$ cat config.mk
export PLATFORM = sky130hd
export DESIGN_NAME = flac_fixed_encoder
export DESIGN_NICKNAME = d
export VERILOG_FILES = /design/src/design/encoder_cfg_pkg.sv /design/src/design/encoder_data_pkg.sv /design/src/design/residual_bus_if.sv /design/src/design/flac_fixed_encoder.sv /design/src/design/encoder_config_regs.sv /design/src/design/block_cost_selector.sv /design/src/design/fixed_encoder_order4.sv /design/src/design/fixed_encoder_order2.sv
export SDC_FILE = /design/constraint.sdc
export NUM_CORES = 1
export LEC_CHECK = 0
export ABC_AREA = 1
export BUFFER_PORTS_ARGS = -buffer_cell sky130_fd_sc_hd__buf_2
export CORE_MARGIN = 1
export CORE_UTILIZATION = 35
export CTS_CLUSTER_DIAMETER = 30
export DETAILED_ROUTE_END_ITERATION = 8
export PLACE_DENSITY = 0.47
export RECOVER_POWER = 100
export SYNTH_ARGS = -nofsm -noshare
export SYNTH_HDL_FRONTEND = slang
export SYNTH_HIERARCHICAL = 1
export SYNTH_SLANG_ARGS = --single-unit
export TNS_END_PERCENT = 50
$ cat constraint.sdc
create_clock -name iClock -period 10.45 [get_ports iClock]
set_input_delay 0.5225 -clock iClock [delete_from_list [all_inputs] [get_ports iClock]]
set_output_delay 0.5225 -clock iClock [all_outputs]
set_load 0.005 [all_outputs]
$ cat src/design/encoder_cfg_pkg.sv
package encoder_cfg_pkg;

    // Register bus geometry
    localparam int CFG_ADDR_W = 2;
    localparam int CFG_DATA_W = 32;

    // Register map
    localparam logic [CFG_ADDR_W-1:0] ADDR_BLOCK_LEN = 2'd0;
    localparam logic [CFG_ADDR_W-1:0] ADDR_OVERRIDE  = 2'd1;

    // Override register layout, enable bit plus one order code bit
    localparam int OVR_EN_BIT    = 0;
    localparam int OVR_ORDER_BIT = 1;

    // Override register contents after reset
    localparam logic RST_OVERRIDE_EN    = 1'b0;
    localparam logic RST_OVERRIDE_ORDER = 1'b0;

endpackage

$ cat src/design/encoder_data_pkg.sv
package encoder_data_pkg;

    // Audio sample as it arrives from the input stage
    typedef logic signed [15:0] sample_t;

    // Prediction error, kept at sample width and wrapping modulo 2^16
    typedef logic signed [15:0] residual_t;

    // Sum of absolute residuals over one block
    typedef logic [31:0] cost_t;

    // Predictor order code reported by the selector
    typedef enum logic {
        ORDER_2 = 1'b0,
        ORDER_4 = 1'b1
    } order_t;

    // Enabled edges from sample capture to its residual on the bus
    localparam int PIPE_LATENCY = 7;

endpackage
$ cat src/design/residual_bus_if.sv
`timescale 1ns/100ps

interface residual_bus_if;
    import encoder_data_pkg::*;

    // Both residuals line up on the same enabled edge
    residual_t res2;
    residual_t res4;

    // Level, high once the order-4 history holds real samples
    logic      valid;

    // Order-2 predictor owns only its residual
    modport producer2 (
        output res2
    );

    // Order-4 predictor has the longer warmup so it also owns valid
    modport producer4 (
        output res4,
        output valid
    );

    // Block cost selector
    modport consumer (
        input res2,
        input res4,
        input valid
    );

endinterface

$ cat src/design/flac_fixed_encoder.sv
`timescale 1ns/100ps

module flac_fixed_encoder #(
    parameter int BLOCK_LEN_W       = 16,
    parameter int DEFAULT_BLOCK_LEN = 64
) (
    input  logic                                  iClock,
    input  logic                                  reset,
    input  logic                                  enable,
    input  encoder_data_pkg::sample_t             sample,
    input  logic                                  cfg_write,
    input  logic [encoder_cfg_pkg::CFG_ADDR_W-1:0] cfg_addr,
    input  logic [encoder_cfg_pkg::CFG_DATA_W-1:0] cfg_data,
    output encoder_data_pkg::residual_t           residual2,
    output encoder_data_pkg::residual_t           residual4,
    output logic                                  residual_valid,
    output logic                                  block_done,
    output encoder_data_pkg::order_t              best_order,
    output encoder_data_pkg::cost_t               cost2,
    output encoder_data_pkg::cost_t               cost4
);
    import encoder_data_pkg::*;

    logic [BLOCK_LEN_W-1:0] block_len;
    logic                   override_en;
    order_t                 override_order;

    residual_bus_if res_bus ();

    encoder_config_regs #(
        .BLOCK_LEN_W       (BLOCK_LEN_W),
        .DEFAULT_BLOCK_LEN (DEFAULT_BLOCK_LEN)
    ) encoder_config_regs_inst (
        .iClock         (iClock),
        .reset          (reset),
        .cfg_write      (cfg_write),
        .cfg_addr       (cfg_addr),
        .cfg_data       (cfg_data),
        .block_len      (block_len),
        .override_en    (override_en),
        .override_order (override_order)
    );

    // Both predictors share the enable so their residuals stay aligned
    fixed_encoder_order2 fixed_encoder_order2_inst (
        .iClock (iClock),
        .reset  (reset),
        .enable (enable),
        .sample (sample),
        .bus    (res_bus.producer2)
    );

    fixed_encoder_order4 fixed_encoder_order4_inst (
        .iClock (iClock),
        .reset  (reset),
        .enable (enable),
        .sample (sample),
        .bus    (res_bus.producer4)
    );

    block_cost_selector #(
        .BLOCK_LEN_W (BLOCK_LEN_W)
    ) block_cost_selector_inst (
        .iClock         (iClock),
        .reset          (reset),
        .enable         (enable),
        .bus            (res_bus.consumer),
        .block_len      (block_len),
        .override_en    (override_en),
        .override_order (override_order),
        .block_done     (block_done),
        .best_order     (best_order),
        .cost2          (cost2),
        .cost4          (cost4)
    );

    assign residual2      = res_bus.res2;
    assign residual4      = res_bus.res4;
    assign residual_valid = res_bus.valid;

endmodule

$ cat src/design/encoder_config_regs.sv
`timescale 1ns/100ps

module encoder_config_regs #(
    parameter int BLOCK_LEN_W       = 16,
    parameter int DEFAULT_BLOCK_LEN = 64
) (
    input  logic                                  iClock,
    input  logic                                  reset,
    input  logic                                  cfg_write,
    input  logic [encoder_cfg_pkg::CFG_ADDR_W-1:0] cfg_addr,
    input  logic [encoder_cfg_pkg::CFG_DATA_W-1:0] cfg_data,
    output logic [BLOCK_LEN_W-1:0]                block_len,
    output logic                                  override_en,
    output encoder_data_pkg::order_t              override_order
);
    import encoder_data_pkg::*;
    import encoder_cfg_pkg::*;

    logic [BLOCK_LEN_W-1:0] len_field;

    // Block length sits in the low bits of the data word
    assign len_field = cfg_data[BLOCK_LEN_W-1:0];

    always_ff @(posedge iClock) begin
        if (reset) begin
            block_len      <= BLOCK_LEN_W'(DEFAULT_BLOCK_LEN);
            override_en    <= RST_OVERRIDE_EN;
            override_order <= order_t'(RST_OVERRIDE_ORDER);
        end else if (cfg_write) begin
            case (cfg_addr)
                ADDR_BLOCK_LEN: begin
                    // Zero would mean an empty block, use one instead
                    if (len_field == '0) begin
                        block_len <= BLOCK_LEN_W'(1);
                    end else begin
                        block_len <= len_field;
                    end
                end
                ADDR_OVERRIDE: begin
                    override_en    <= cfg_data[OVR_EN_BIT];
                    override_order <= order_t'(cfg_data[OVR_ORDER_BIT]);
                end
                default: begin
                    // Unmapped addresses are ignored
                end
            endcase
        end
    end

endmodule

$ cat src/design/block_cost_selector.sv
`timescale 1ns/100ps

module block_cost_selector #(
    parameter int BLOCK_LEN_W = 16
) (
    input  logic                      iClock,
    input  logic                      reset,
    input  logic                      enable,
    residual_bus_if.consumer          bus,
    input  logic [BLOCK_LEN_W-1:0]    block_len,
    input  logic                      override_en,
    input  encoder_data_pkg::order_t  override_order,
    output logic                      block_done,
    output encoder_data_pkg::order_t  best_order,
    output encoder_data_pkg::cost_t   cost2,
    output encoder_data_pkg::cost_t   cost4
);
    import encoder_data_pkg::*;

    logic [BLOCK_LEN_W-1:0] count;
    logic [BLOCK_LEN_W-1:0] count_next;
    logic [BLOCK_LEN_W-1:0] active_len;
    logic [BLOCK_LEN_W-1:0] len_now;
    logic [16:0]            abs2;
    logic [16:0]            abs4;
    cost_t                  acc2;
    cost_t                  acc4;
    cost_t                  sum2;
    cost_t                  sum4;
    logic                   take;
    logic                   block_end;

    // One bit wider so that -32768 maps to 32768
    function automatic logic [16:0] magnitude(input residual_t r);
        logic signed [16:0] wide;
        wide = r;
        return wide[16] ? 17'(-wide) : 17'(wide);
    endfunction

    assign abs2 = magnitude(bus.res2);
    assign abs4 = magnitude(bus.res4);
    assign sum2 = acc2 + cost_t'(abs2);
    assign sum4 = acc4 + cost_t'(abs4);

    // First residual of a block picks up the current register value
    assign len_now    = (count == '0) ? block_len : active_len;
    assign count_next = count + 1'b1;

    assign take      = enable && bus.valid;
    assign block_end = take && (count_next == len_now);

    always_ff @(posedge iClock) begin
        if (reset) begin
            count      <= '0;
            active_len <= '0;
            acc2       <= '0;
            acc4       <= '0;
            cost2      <= '0;
            cost4      <= '0;
            best_order <= ORDER_2;
            block_done <= 1'b0;
        end else begin
            block_done <= 1'b0;
            if (take) begin
                if (count == '0) begin
                    active_len <= block_len;
                end
                if (block_end) begin
                    cost2 <= sum2;
                    cost4 <= sum4;
                    // Ties go to order 2
                    if (override_en) begin
                        best_order <= override_order;
                    end else begin
                        best_order <= (sum4 < sum2) ? ORDER_4 : ORDER_2;
                    end
                    block_done <= 1'b1;
                    acc2       <= '0;
                    acc4       <= '0;
                    count      <= '0;
                end else begin
                    acc2  <= sum2;
                    acc4  <= sum4;
                    count <= count_next;
                end
            end
        end
    end

    // Back-to-back done pulses only come from one-sample blocks
    done_single_pulse: assert property (
        @(posedge iClock) disable iff (reset)
        (block_done && block_len != BLOCK_LEN_W'(1)) |=> !block_done
    );

endmodule

$ cat src/design/fixed_encoder_order4.sv
`timescale 1ns/100ps

module fixed_encoder_order4 (
    input  logic                      iClock,
    input  logic                      reset,
    input  logic                      enable,
    input  encoder_data_pkg::sample_t sample,
    residual_bus_if.producer4         bus
);
    import encoder_data_pkg::*;

    // Delay stages between the phase-three result and the bus register
    localparam int PAD_DEPTH = PIPE_LATENCY - 5;

    sample_t                 sample_r;
    sample_t                 hist [0:4];
    residual_t               outer;
    residual_t               inner4;
    residual_t               center6;
    residual_t               pos_sum;
    residual_t               neg_sum;
    residual_t               res_p3;
    residual_t               pad [0:PAD_DEPTH-1];
    logic [3:0]              warmup;
    logic [PIPE_LATENCY-1:0] live;

    // x0 - 4x1 + 6x2 - 4x3 + x4, all terms wrap at 16 bits
    always_ff @(posedge iClock) begin
        if (enable) begin
            sample_r <= sample;
            hist[0]  <= sample_r;
            for (int i = 1; i < 5; i++) begin
                hist[i] <= hist[i-1];
            end

            // Phase one, outer pair, inner pair times four, centre times six
            outer   <= hist[0] + hist[4];
            inner4  <= (hist[1] + hist[3]) <<< 2;
            center6 <= (hist[2] <<< 2) + (hist[2] <<< 1);

            // Phase two, collect positive and negative parts
            pos_sum <= outer + center6;
            neg_sum <= inner4;
        end
    end

    always_ff @(posedge iClock) begin
        if (reset) begin
            warmup    <= '0;
            live      <= '0;
            res_p3    <= '0;
            for (int i = 0; i < PAD_DEPTH; i++) begin
                pad[i] <= '0;
            end
            bus.res4  <= '0;
            bus.valid <= 1'b0;
        end else if (enable) begin
            warmup <= {warmup[2:0], 1'b1};

            // Live tag follows each sample down the pipe
            live <= {live[PIPE_LATENCY-2:0], warmup[3]};

            // Phase three
            res_p3 <= live[3] ? residual_t'(pos_sum - neg_sum) : '0;

            pad[0] <= res_p3;
            for (int i = 1; i < PAD_DEPTH; i++) begin
                pad[i] <= pad[i-1];
            end
            bus.res4 <= pad[PAD_DEPTH-1];

            // Valid lands on the same edge as the first live residual
            bus.valid <= live[PIPE_LATENCY-1];
        end
    end

    // Once the history is full it stays full until the next reset
    valid_never_falls: assert property (
        @(posedge iClock) disable iff (reset)
        bus.valid |=> bus.valid
    );

endmodule

$ cat src/design/fixed_encoder_order2.sv
`timescale 1ns/100ps

module fixed_encoder_order2 (
    input  logic                      iClock,
    input  logic                      reset,
    input  logic                      enable,
    input  encoder_data_pkg::sample_t sample,
    residual_bus_if.producer2         bus
);
    import encoder_data_pkg::*;

    // Delay stages between the phase-two result and the bus register
    localparam int PAD_DEPTH = PIPE_LATENCY - 4;

    sample_t    sample_r;
    sample_t    hist [0:2];
    residual_t  term_a;
    residual_t  term_b;
    residual_t  diff;
    residual_t  pad [0:PAD_DEPTH-1];
    logic [3:0] warmup;
    logic [2:0] live;

    // Sample history and phase one, x0 + x2 and 2*x1
    always_ff @(posedge iClock) begin
        if (enable) begin
            sample_r <= sample;
            hist[0]  <= sample_r;
            hist[1]  <= hist[0];
            hist[2]  <= hist[1];
            term_a   <= hist[0] + hist[2];
            term_b   <= hist[1] <<< 1;
        end
    end

    always_ff @(posedge iClock) begin
        if (reset) begin
            warmup   <= '0;
            live     <= '0;
            diff     <= '0;
            for (int i = 0; i < PAD_DEPTH; i++) begin
                pad[i] <= '0;
            end
            bus.res2 <= '0;
        end else if (enable) begin
            // Four enabled edges of warmup, then samples are tagged live
            warmup <= {warmup[2:0], 1'b1};
            live   <= {live[1:0], warmup[3]};

            // Phase two, held at zero until the tagged sample reaches it
            diff <= live[2] ? residual_t'(term_a - term_b) : '0;

            // Pad out to the order-4 latency
            pad[0] <= diff;
            for (int i = 1; i < PAD_DEPTH; i++) begin
                pad[i] <= pad[i-1];
            end
            bus.res2 <= pad[PAD_DEPTH-1];
        end
    end

    // A stalled pipeline keeps its residual on the bus
    res2_hold_on_stall: assert property (
        @(posedge iClock) disable iff (reset)
        !enable |=> $stable(bus.res2)
    );

endmodule

# Word level (Yosys, flattened, before mapping)
# Memory sizes are Yosys's and may differ from the RTL's. A register that Yosys moved wholly into a read port is not among the register bits.
# Cells that the tools add are included.
[totals] ff_bits=354 ramBits=208 inputBits=54 wordCells=83 memories=4
[mem_list] name="fixed_encoder_order4_inst.hist" depth=5 width=16 read_ports=5 rd_ports_with_merged_regs=0 write_ports=5 line_no="fixed_encoder_order4.sv:16" text="sample_t hist [0:4];"
[mem_list] name="fixed_encoder_order2_inst.hist" depth=3 width=16 read_ports=3 rd_ports_with_merged_regs=0 write_ports=3 line_no="fixed_encoder_order2.sv:16" text="sample_t hist [0:2];"
[mem_list] name="fixed_encoder_order2_inst.pad" depth=3 width=16 read_ports=3 rd_ports_with_merged_regs=1 write_ports=3 line_no="fixed_encoder_order2.sv:20" text="residual_t pad [0:PAD_DEPTH-1];"
[mem_list] name="fixed_encoder_order4_inst.pad" depth=2 width=16 read_ports=2 rd_ports_with_merged_regs=1 write_ports=2 line_no="fixed_encoder_order4.sv:23" text="residual_t pad [0:PAD_DEPTH-1];"
[op_classes] addsub=12 n_lt_le_gt_ge=1 n_eq_ne=2 n_mux=23 bitwise_logic=6 reduce_logical=9
[op_table] cell="$mux 16" count=10
[op_table] cell="$add 16x16->16" count=4
[op_table] cell="$add 32x17->32" count=2
[op_table] cell="$mux 32" count=2
[op_table] cell="$mux 17" count=2
[op_table] cell="$neg 16->17" count=2
[op_table] cell="$logic_not 16->1" count=2
[op_table] cell="$lt 32x32->1" count=1
[op_table] cell="$sub 16x16->16" count=2
[op_table] cell="$add 16x1->16 const B" count=1
[op_table] cell="$eq 16x16->1" count=1
[op_table] cell="$add 14x14->14" count=1
[op_table] cell="$mux 1" count=9
[op_table] cell="$reduce_and 2->1" count=3
[op_table] cell="$or 1x1->1" count=5
[op_table] cell="$eq 2x1->1 const B" count=1
[op_table] cell="$logic_and 1x1->1" count=2
[op_table] cell="$logic_not 2->1" count=1
[op_table] cell="$reduce_or 2->1" count=1
[op_table] cell="$not 1->1" count=1

# Depth between registers and ports, before layout
# Gate-level depths: netlist of run 1.
[depth] depth_word=6 depth_mapped=32 ltp_nobuf=32

# Cells and area by module
# The synthesis of run 1 kept the hierarchy.
[by_module_without_submodules] module="block_cost_selector" instances=1 cells_per_inst=1976 area_each_um2=11896.4 seq_area_each_um2=3243.1
[by_module_without_submodules] module="fixed_encoder_order4" instances=1 cells_per_inst=1041 area_each_um2=11431.0 seq_area_each_um2=6946.7
[by_module_without_submodules] module="fixed_encoder_order2" instances=1 cells_per_inst=661 area_each_um2=7100.6 seq_area_each_um2=4624.4
[by_module_without_submodules] module="encoder_config_regs" instances=1 cells_per_inst=98 area_each_um2=713.2 seq_area_each_um2=360.3

# Worst setup path before layout of run 1
# OpenSTA, ideal clock, no wires.
[synth_timing] path_type="flip-flop to flip-flop" from="reg fixed_encoder_order4_inst.bus.res4[0] (read register of fixed_encoder_order4_inst.pad)" to="reg block_cost_selector_inst.best_order" setup_ns=0.064 t_arrival_ns=3.697 required_ns=10.386 setup_slack_ns=6.689 path_stages_with_launch=27 n_path_buf=0 synth_period_minus_slack_ns=3.761 cell_sequence="dfxtp_1 inv_1 ha_1 inv_1 nor4_1 inv_1 o31ai_1 o21ai_0 xor2_1 ha_1 nand2_1 nor2_1 inv_1 nor3_1 nand2_1 nand2_1 xor2_1 inv_1 ha_1 a21oi_1 o21a_1 o21ai_0 a31oi_1 nand2_1 o21ai_0 nor2_1 nor2_1"
[synth_between] elab_chain_cells=6
[synth_lines] item="start, declared" line_no="residual_bus_if.sv:20" text="output res4,"
[synth_lines] item="$neg 16->17" line_no="block_cost_selector.sv:37" text="return wide[16] ? 17'(-wide) : 17'(wide);"
[synth_lines] item="$mux 17 (*)" line_no="block_cost_selector.sv:37"
[synth_lines] item="$add 32x17->32 (*)" line_no="block_cost_selector.sv:43" text="assign sum4 = acc4 + cost_t'(abs4);"
[synth_lines] item="named net block_cost_selector_inst.sum4[17]" line_no="block_cost_selector.sv:29" text="cost_t sum4;"
[synth_lines] item="$lt 32x32->1 (*)" line_no="block_cost_selector.sv:75" text="best_order <= (sum4 < sum2) ? ORDER_4 : ORDER_2;"
[synth_lines] item="$mux 1 (*)" line_no="block_cost_selector.sv:75"
[synth_lines] item="$mux 1 (*)" line_no="block_cost_selector.sv:72" text="if (override_en) begin"
[synth_lines] item="end signal, assigned" line_no="block_cost_selector.sv:73" text="best_order <= override_order;"
[synth_lines] item="end signal, assigned" line_no="block_cost_selector.sv:75"
[synth_lines] item="end, declared" line_no="block_cost_selector.sv:14" text="output encoder_data_pkg::order_t best_order,"
# The timed path passes the listed nets; every way through them passes the cells marked *.
# A chain may end at the register's enable or synchronous reset.

# Worst setup path after layout of run 1
[layout_timing] from="in enable" to="reg block_cost_selector_inst.cost4[1]"
[layout_between] elab_chain_cells=3
[layout_lines] item="start, declared" line_no="flac_fixed_encoder.sv:9" text="input logic enable,"
[layout_lines] item="$logic_and 1x1->1 (*)" line_no="block_cost_selector.sv:49" text="assign take = enable && bus.valid;"
[layout_lines] item="$logic_and 1x1->1" line_no="block_cost_selector.sv:50" text="assign block_end = take && (count_next == len_now);"
[layout_lines] item="$reduce_and 2->1 (no line) (*)"
[layout_lines] item="end signal, assigned" line_no="block_cost_selector.sv:70" text="cost4 <= sum4;"
[layout_lines] item="end, declared" line_no="block_cost_selector.sv:16" text="output encoder_data_pkg::cost_t cost4"
# Every way passes the cells marked *; elsewhere a longest branch is shown, timed or not.

==> results.json, run 1 <==
{
  "clock_latency_ns": 0.72,
  "finalCritPeriodShare_pct": 65.2,
  "drive_gt1_share_pct": 8.76,
  "clkTransAtPathRegs_ns": 0.05,
  "finalHoldViolCount": 0,
  "yosysSeqAreaShare_pct": 48.7,
  "gp_congestion": 0.895,
  "drtIter0Drc": 1498,
  "grtUsageMet2_pct": 28.1,
  "ys_warn_count": 6,
  "fp.dieW_um": 300,
  "tns_ns": 0,
  "critPathLaunch": "enable",
  "synth.distinct_cells": 48,
  "fillers": 8915,
  "max_freq_mhz": 147,
  "synth-edff-count": 330,
  "finalWirelength_um": 80300,
  "dr.pass1.iters": 7,
  "synth_area_leader_cell": "edfxtp_1",
  "grt_use_met1_pct": 24.0,
  "grt_use_met3_pct": 3.56,
  "critPathKind": "in -> reg",
  "relSlewSlack_pct": -148,
  "die_h_um": 300,
  "cts_buffer_depth": 3,
  "outcome": "complete, but fails checks",
  "ir_drop_v": 0.000143,
  "dpl-instance-area_um2": 32900,
  "avgSynthCellArea_um2": 8.25,
  "grt_pass1_wl_um": 127000,
  "initial_core_util_pct": 35.3,
  "drv_cap": 9,
  "worstRegToRegCells": 10,
  "dp_hpwl_um": 58400,
  "antenna_left": 0,
  "routedWlPerCell_um": 15.2,
  "insertedDiodeCount": 0,
  "yosysTopAreaCellShare_pct": 31.8,
  "violations": "capacitance limit, slew limit",
  "async_reset_ff_share_pct": 0,
  "crit_path_max_fanout": 53,
  "grt_max_degree": 81,
  "skew_ns": 0.0425,
  "area_growth_pct": 22.2,
  "reg2reg_from": "fixed_encoder_order4_inst/bus.valid",
  "io_buffers": 136,
  "r2r_slack_ns": 5.19,
  "cts_resized": 0,
  "holdPathEnd": "encoder_config_regs_inst/block_len[6]",
  "io_pins": 153,
  "cts_tree": "built",
  "final_area_um2": 38100,
  "antenna_found_initial": 0,
  "busiest_layer": "met2",
  "holdBufCountCts": 15,
  "ys.flop_type": "edfxtp_1",
  "clkSinkCount": 593,
  "leakagePower_nw": 16.4,
  "ys_ff_latch": 593,
  "endpoint_kind": "flop",
  "setup_viol": 0,
  "dieArea_um2": 90200,
  "cts_made_buffers": 150,
  "worst_pin_slew_ns": 3.72,
  "core_area_um2": 88200,
  "hp-start": "cfg_data[6]",
  "overflow": 0,
  "rr_endpoint": "block_cost_selector_inst/cost4[1]",
  "postCtsSetupBuffers": 0,
  "hold_depth": 3,
  "powerDensity_nw_per_um2": 214,
  "drc": 0,
  "worst_hold_path_type": "in -> reg",
  "cp_data_arrival_time_ns": 7.42,
  "nets": 4226,
  "globalRouteTotalUtil_pct": 17.8,
  "vias_per_cell": 4.66,
  "grt_pass1_vias": 23600,
  "worst_ep_required_time_ns": 11.05,
  "maxSlewViolCount": 456,
  "ys_top_cells_by_area": "edfxtp_1, dfxtp_1, nand2_1, ha_1, nor2_1",
  "netlist_instances": 3776,
  "syn_area_um2": 31100,
  "htree_levels": 4,
  "min_period_ns": 6.82,
  "start_kind": "input pin",
  "via_count": 24600,
  "rsz0062_at_grt": "no",
  "fp-row-count": 109,
  "cts-root-buf": "clkbuf_16"
}
==> stage by stage <==
stage	total power [mW]	hold slack (ns)	worst slack, ns	std cells	util, %
final	8.16	0.0911	3.63	5288	43.1
after global routing	8.52	0.0554	2.70	5288	43.1
after CTS	8.29	0.00258	5.68	5288	43.4
after detailed placement	3.54	0.405	5.71	4994	37.3
after global placement	3.54	0.401	5.71	4994	37.3
after floorplan	3.29	0.400	6.69	3777	-
==> metal layers <==
metal  routed length, µm  vias up
li1                    -    12900
met1               38600    11100
met2               35900      485
met3                3570      149
met4                2260        0
met5                   0        -
==> worst max-delay path by stage <==
stage	slack, ns	to	cells past startpoint
floorplan	6.69	block_cost_selector_inst/best_order	26
global placement	5.71	block_cost_selector_inst/best_order	26
detailed placement	5.71	block_cost_selector_inst/best_order	26
CTS	5.68	block_cost_selector_inst/best_order	26
global route	2.70	block_cost_selector_inst/acc2[15]	11
finish	3.63	block_cost_selector_inst/cost4[1]	11
==> sequential cells by signal, summed over array words and instances (netlist names), 15 cells and up <==
signal and count:
block_cost_selector_inst/count 16, fixed_encoder_order2_inst/hist 34, fixed_encoder_order2_inst/term_a 16, block_cost_selector_inst/acc2 32
block_cost_selector_inst/cost4 32, fixed_encoder_order4_inst/bus.res4 16, encoder_config_regs_inst/block_len 16, fixed_encoder_order4_inst/pos_sum 16
fixed_encoder_order4_inst/outer 16, fixed_encoder_order4_inst/pad 32, fixed_encoder_order2_inst/diff 16, fixed_encoder_order4_inst/hist 79
block_cost_selector_inst/cost2 32, fixed_encoder_order2_inst/bus.res2 16, fixed_encoder_order2_inst/sample_r 16, fixed_encoder_order2_inst/pad 48
fixed_encoder_order4_inst/sample_r 16, fixed_encoder_order4_inst/center6 15, block_cost_selector_inst/active_len 16, block_cost_selector_inst/acc4 32
fixed_encoder_order4_inst/res_p3 16
==> area by class of cell <==
cell class	instances	area [µm²]	share of cell area (%)
clock buffers	183	4060	10.7
clock inverters	96	1180	3.11
inverters	471	1770	4.65
multi-input cells	2613	13600	35.7
flip-flops and latches	593	15200	39.9
well taps	1165	1460	3.83
repair buffers	167	836	2.20
==> cell families (layout without fill, tap and decap cells) <==
family	Yosys count	count (layout)	share of synthesized area (%)
simple gates	1820	1820	24.5
compound gates	491	491	8.67
fa+ha+maj	176	176	7.29
buf+inv	571	917	7.33
flops	593	593	48.7
xor+xnor	124	124	3.49
other cells	1	2	0.0120
==> cell usage after synthesis (2+ instances only) <==
master    instances
buf_4            11
o21ai_1          13
nor2_1          474
clkbuf_1         46
xor2_1           86
nand4_1          27
nor3b_1           2
o22ai_1          22
inv_1           461
fa_1              9
dfxtp_1         263
edfxtp_1        330
nand2_1         945
or2_2             4
o31ai_1           3
a21oi_1         296
o21ai_0          94
buf_6             7
and2_1            3
buf_2            34
nand3_2          12
buf_1             2
nand3b_1         28
nor2_2            8
a21oi_2           3
ha_1            167
clkinv_1          2
inv_2             7
o211ai_1          3
o21ai_2           5
nor3_1           28
xnor2_1          38
nand2_2          19
o21a_1            2
nand3_1         252
a21o_1            9
nor2_4            7
a22o_1           32
nor4_1            7
o21bai_1          7
==> where the power goes <==
group          total, mW  internal, mW  switching [mW]  leakage, nW
Clock               4.68          3.20            1.48         2.54
Combinational      0.794         0.269           0.525         8.40
Sequential          2.69          2.63          0.0582         5.46
==> cells in the final DEF, fill, tap and decap left out, types with 38 or more instances in the layout <==
cell and instances:
a21oi_1 297, buf_2 62, clkbuf_1 98, clkbuf_16 153
dfxtp_1 263, edfxtp_1 330, ha_1 167, inv_1 461
nand2_1 953, nand3_1 260, nor2_1 477, o21ai_0 104
xnor2_1 38, xor2_1 86
==> worst max-delay path: stages <==
cell,delay [ns]
clkbuf_1,1.52
nand2_1,1.29
clkinv_1,0.77
nand2_1,0.10
nor2_1,0.10
nand2_1,0.09
nor2_4,0.78
nand2_1,1.08
buf_4,0.67
nor2_1,0.32
nor2_1,0.08
(Power assumes the default switching activity.)
==> run 2, diff against run 1 <==
--- a/config.mk
+++ b/config.mk
@@ -11,7 +11,7 @@
 export CORE_UTILIZATION = 35
 export CTS_CLUSTER_DIAMETER = 30
 export DETAILED_ROUTE_END_ITERATION = 8
-export PLACE_DENSITY = 0.47
+export PLACE_DENSITY = 0.49
 export RECOVER_POWER = 100
 export SYNTH_ARGS = -nofsm -noshare
 export SYNTH_HDL_FRONTEND = slang
==> constraint.sdc (replaced) <==
create_clock -name iClock -period 6 [get_ports iClock]
set_input_delay 0.3 -clock iClock [delete_from_list [all_inputs] [get_ports iClock]]
set_output_delay 0.3 -clock iClock [all_outputs]
set_load 0.005 [all_outputs]
==> results.json, run 2 (synthesized netlist as in run 1, its figures left out) <==
{
  "outcome": "complete, but fails checks",
  "violations": "capacitance limit, slew limit",
  "grt_max_degree": 109,
  "largest_register_ffs": 79,
  "die_h_um": 300,
  "critPathKind": "in -> reg",
  "worst_pin_slew_ns": 3.34,
  "vias_per_cell": 4.67,
  "dr.pass1.iters": 7,
  "hold_depth": 2,
  "antenna_left": 0,
  "clkTransAtPathRegs_ns": 0.04,
  "leakagePower_nw": 16.4,
  "grt_pass1_vias": 24000,
  "worst_ep_required_time_ns": 6.60,
  "cts_buffer_depth": 3,
  "fp-row-count": 109,
  "holdBufCountCts": 46,
  "multi_input_area_um2": 13600,
  "maxSlewViolCount": 416,
  "final_common_cell": "nand2_1",
  "cp_num_buf_inv": 5,
  "io_buffers": 136,
  "cts_tree": "built",
  "clkSinkCount": 593,
  "insertedDiodeCount": 0,
  "fp.dieW_um": 300,
  "drc": 0,
  "grt_pass1_wl_um": 128000,
  "cp_data_arrival_time_ns": 5.61,
  "drive_gt1_share_pct": 8.36,
  "endpoint_kind": "flop",
  "start_kind": "input pin",
  "crit_top_cell": "nand2_1",
  "nets": 4247,
  "dieArea_um2": 90200,
  "reg_top3": "fixed_encoder_order4_inst/hist x79, fixed_encoder_order2_inst/pad x48, fixed_encoder_order2_inst/hist x34",
  "initial_core_util_pct": 35.3,
  "drv_cap": 8,
  "cts-root-buf": "clkbuf_16",
  "via_count": 24700,
  "top_register": "fixed_encoder_order4_inst/hist",
  "cts_made_buffers": 137,
  "antenna_found_initial": 1,
  "finalHoldViolCount": 0,
  "skew_ns": 0.0396,
  "relSlewSlack_pct": -123,
  "fin_util_pct": 43.1,
  "max_freq_mhz": 200,
  "core_area_um2": 88200,
  "tns_ns": 0,
  "path_cells": "dlygate4sd3_1, clkbuf_1, nand2_1, clkinv_1, buf_4, nand2_1, nor2_1, nand2_1, nor2_4, clkbuf_4, nand3_1, nand2_1, nor2_1",
  "htree_levels": 4,
  "worst_hold_path_type": "in -> reg",
  "setup_viol": 0,
  "worstRegToRegCells": 26,
  "clock_latency_ns": 0.73,
  "globalRouteTotalUtil_pct": 17.9,
  "place_inst": 4997,
  "final_cell_mix": "nand2_1, nor2_1, inv_1",
  "cp_top_family": "buffers and inverters",
  "final-seq-area_um2": 15200,
  "crit_path_max_fanout": 108,
  "cts_resized": 0,
  "routedWlPerCell_um": 15.1,
  "final_cell_count_no_fill": 5294,
  "powerDensity_nw_per_um2": 363,
  "ir_drop_v": 0.000313,
  "min_period_ns": 5.01,
  "area_growth_pct": 22.2,
  "drtIter0Drc": 1413,
  "finalWirelength_um": 80000,
  "crit_slowest_cell": "nand2_1",
  "dp_hpwl_um": 58200,
  "fillers": 8842,
  "overflow": 0,
  "postCtsSetupBuffers": 0,
  "finalCritPeriodShare_pct": 83.5,
  "rsz0062_at_grt": "no",
  "slowest_delay_ns": 1.12,
  "io_pins": 153,
  "gp_congestion": 0.890,
  "cp_num_cells": 13
}
## run 2: path summary, 6_finish.rpt
| check | start | to | slack (ns) |
|---|---|---|---|
| setup / recovery | enable | block_cost_selector_inst/cost4[30] | 0.99 |
| setup reg to reg | fixed_encoder_order4_inst/bus.res4[0] | block_cost_selector_inst/best_order | 1.40 |
| hold / removal | reset | block_cost_selector_inst/acc4[23] | 0.06 |
| hold reg to reg | fixed_encoder_order2_inst/hist[0][21] | fixed_encoder_order2_inst/term_b[6] | 0.40 |
## run 2: layout make-up
cell class	count	area share [%]
clock buffer	169	9.76
timing repair buffer	201	3.07
multi-input combinational	2613	35.7
inverter	471	4.65
tap	1165	3.83
clock inverter	82	3.09
sequential	593	39.9
## run 2: per-stage QoR
| stage | hold WS, ns | power [mW] | area [µm²] | worst slack [ns] |
|---|---|---|---|---|
| 3_5_place_dp | 0.405 | 6.16 | 32900 | 1.46 |
| 2_1_floorplan | 0.369 | 5.72 | 31100 | 2.24 |
| 6_report | 0.0556 | 13.8 | 38000 | 0.988 |
| 3_3_place_gp | 0.401 | 6.16 | 32900 | 1.53 |
| 4_1_cts | 0.00626 | 14.0 | 38300 | 1.45 |
| 5_1_grt | 0.0450 | 14.4 | 38000 | 0.519 |
## run 2: where the power goes
part | internal (mW) | leakage, nW | switching, mW
Combinational | 0.481 | 8.53 | 0.924
Clock | 5.26 | 2.36 | 2.46
Sequential | 4.58 | 5.46 | 0.102
## run 2: routing by layer
metal  track usage (%)  part of all wire, %
met3              3.30                  4.1
met4              7.35                  2.8
met5                 0                    0
met2              28.4                   45
met1              24.1                   48
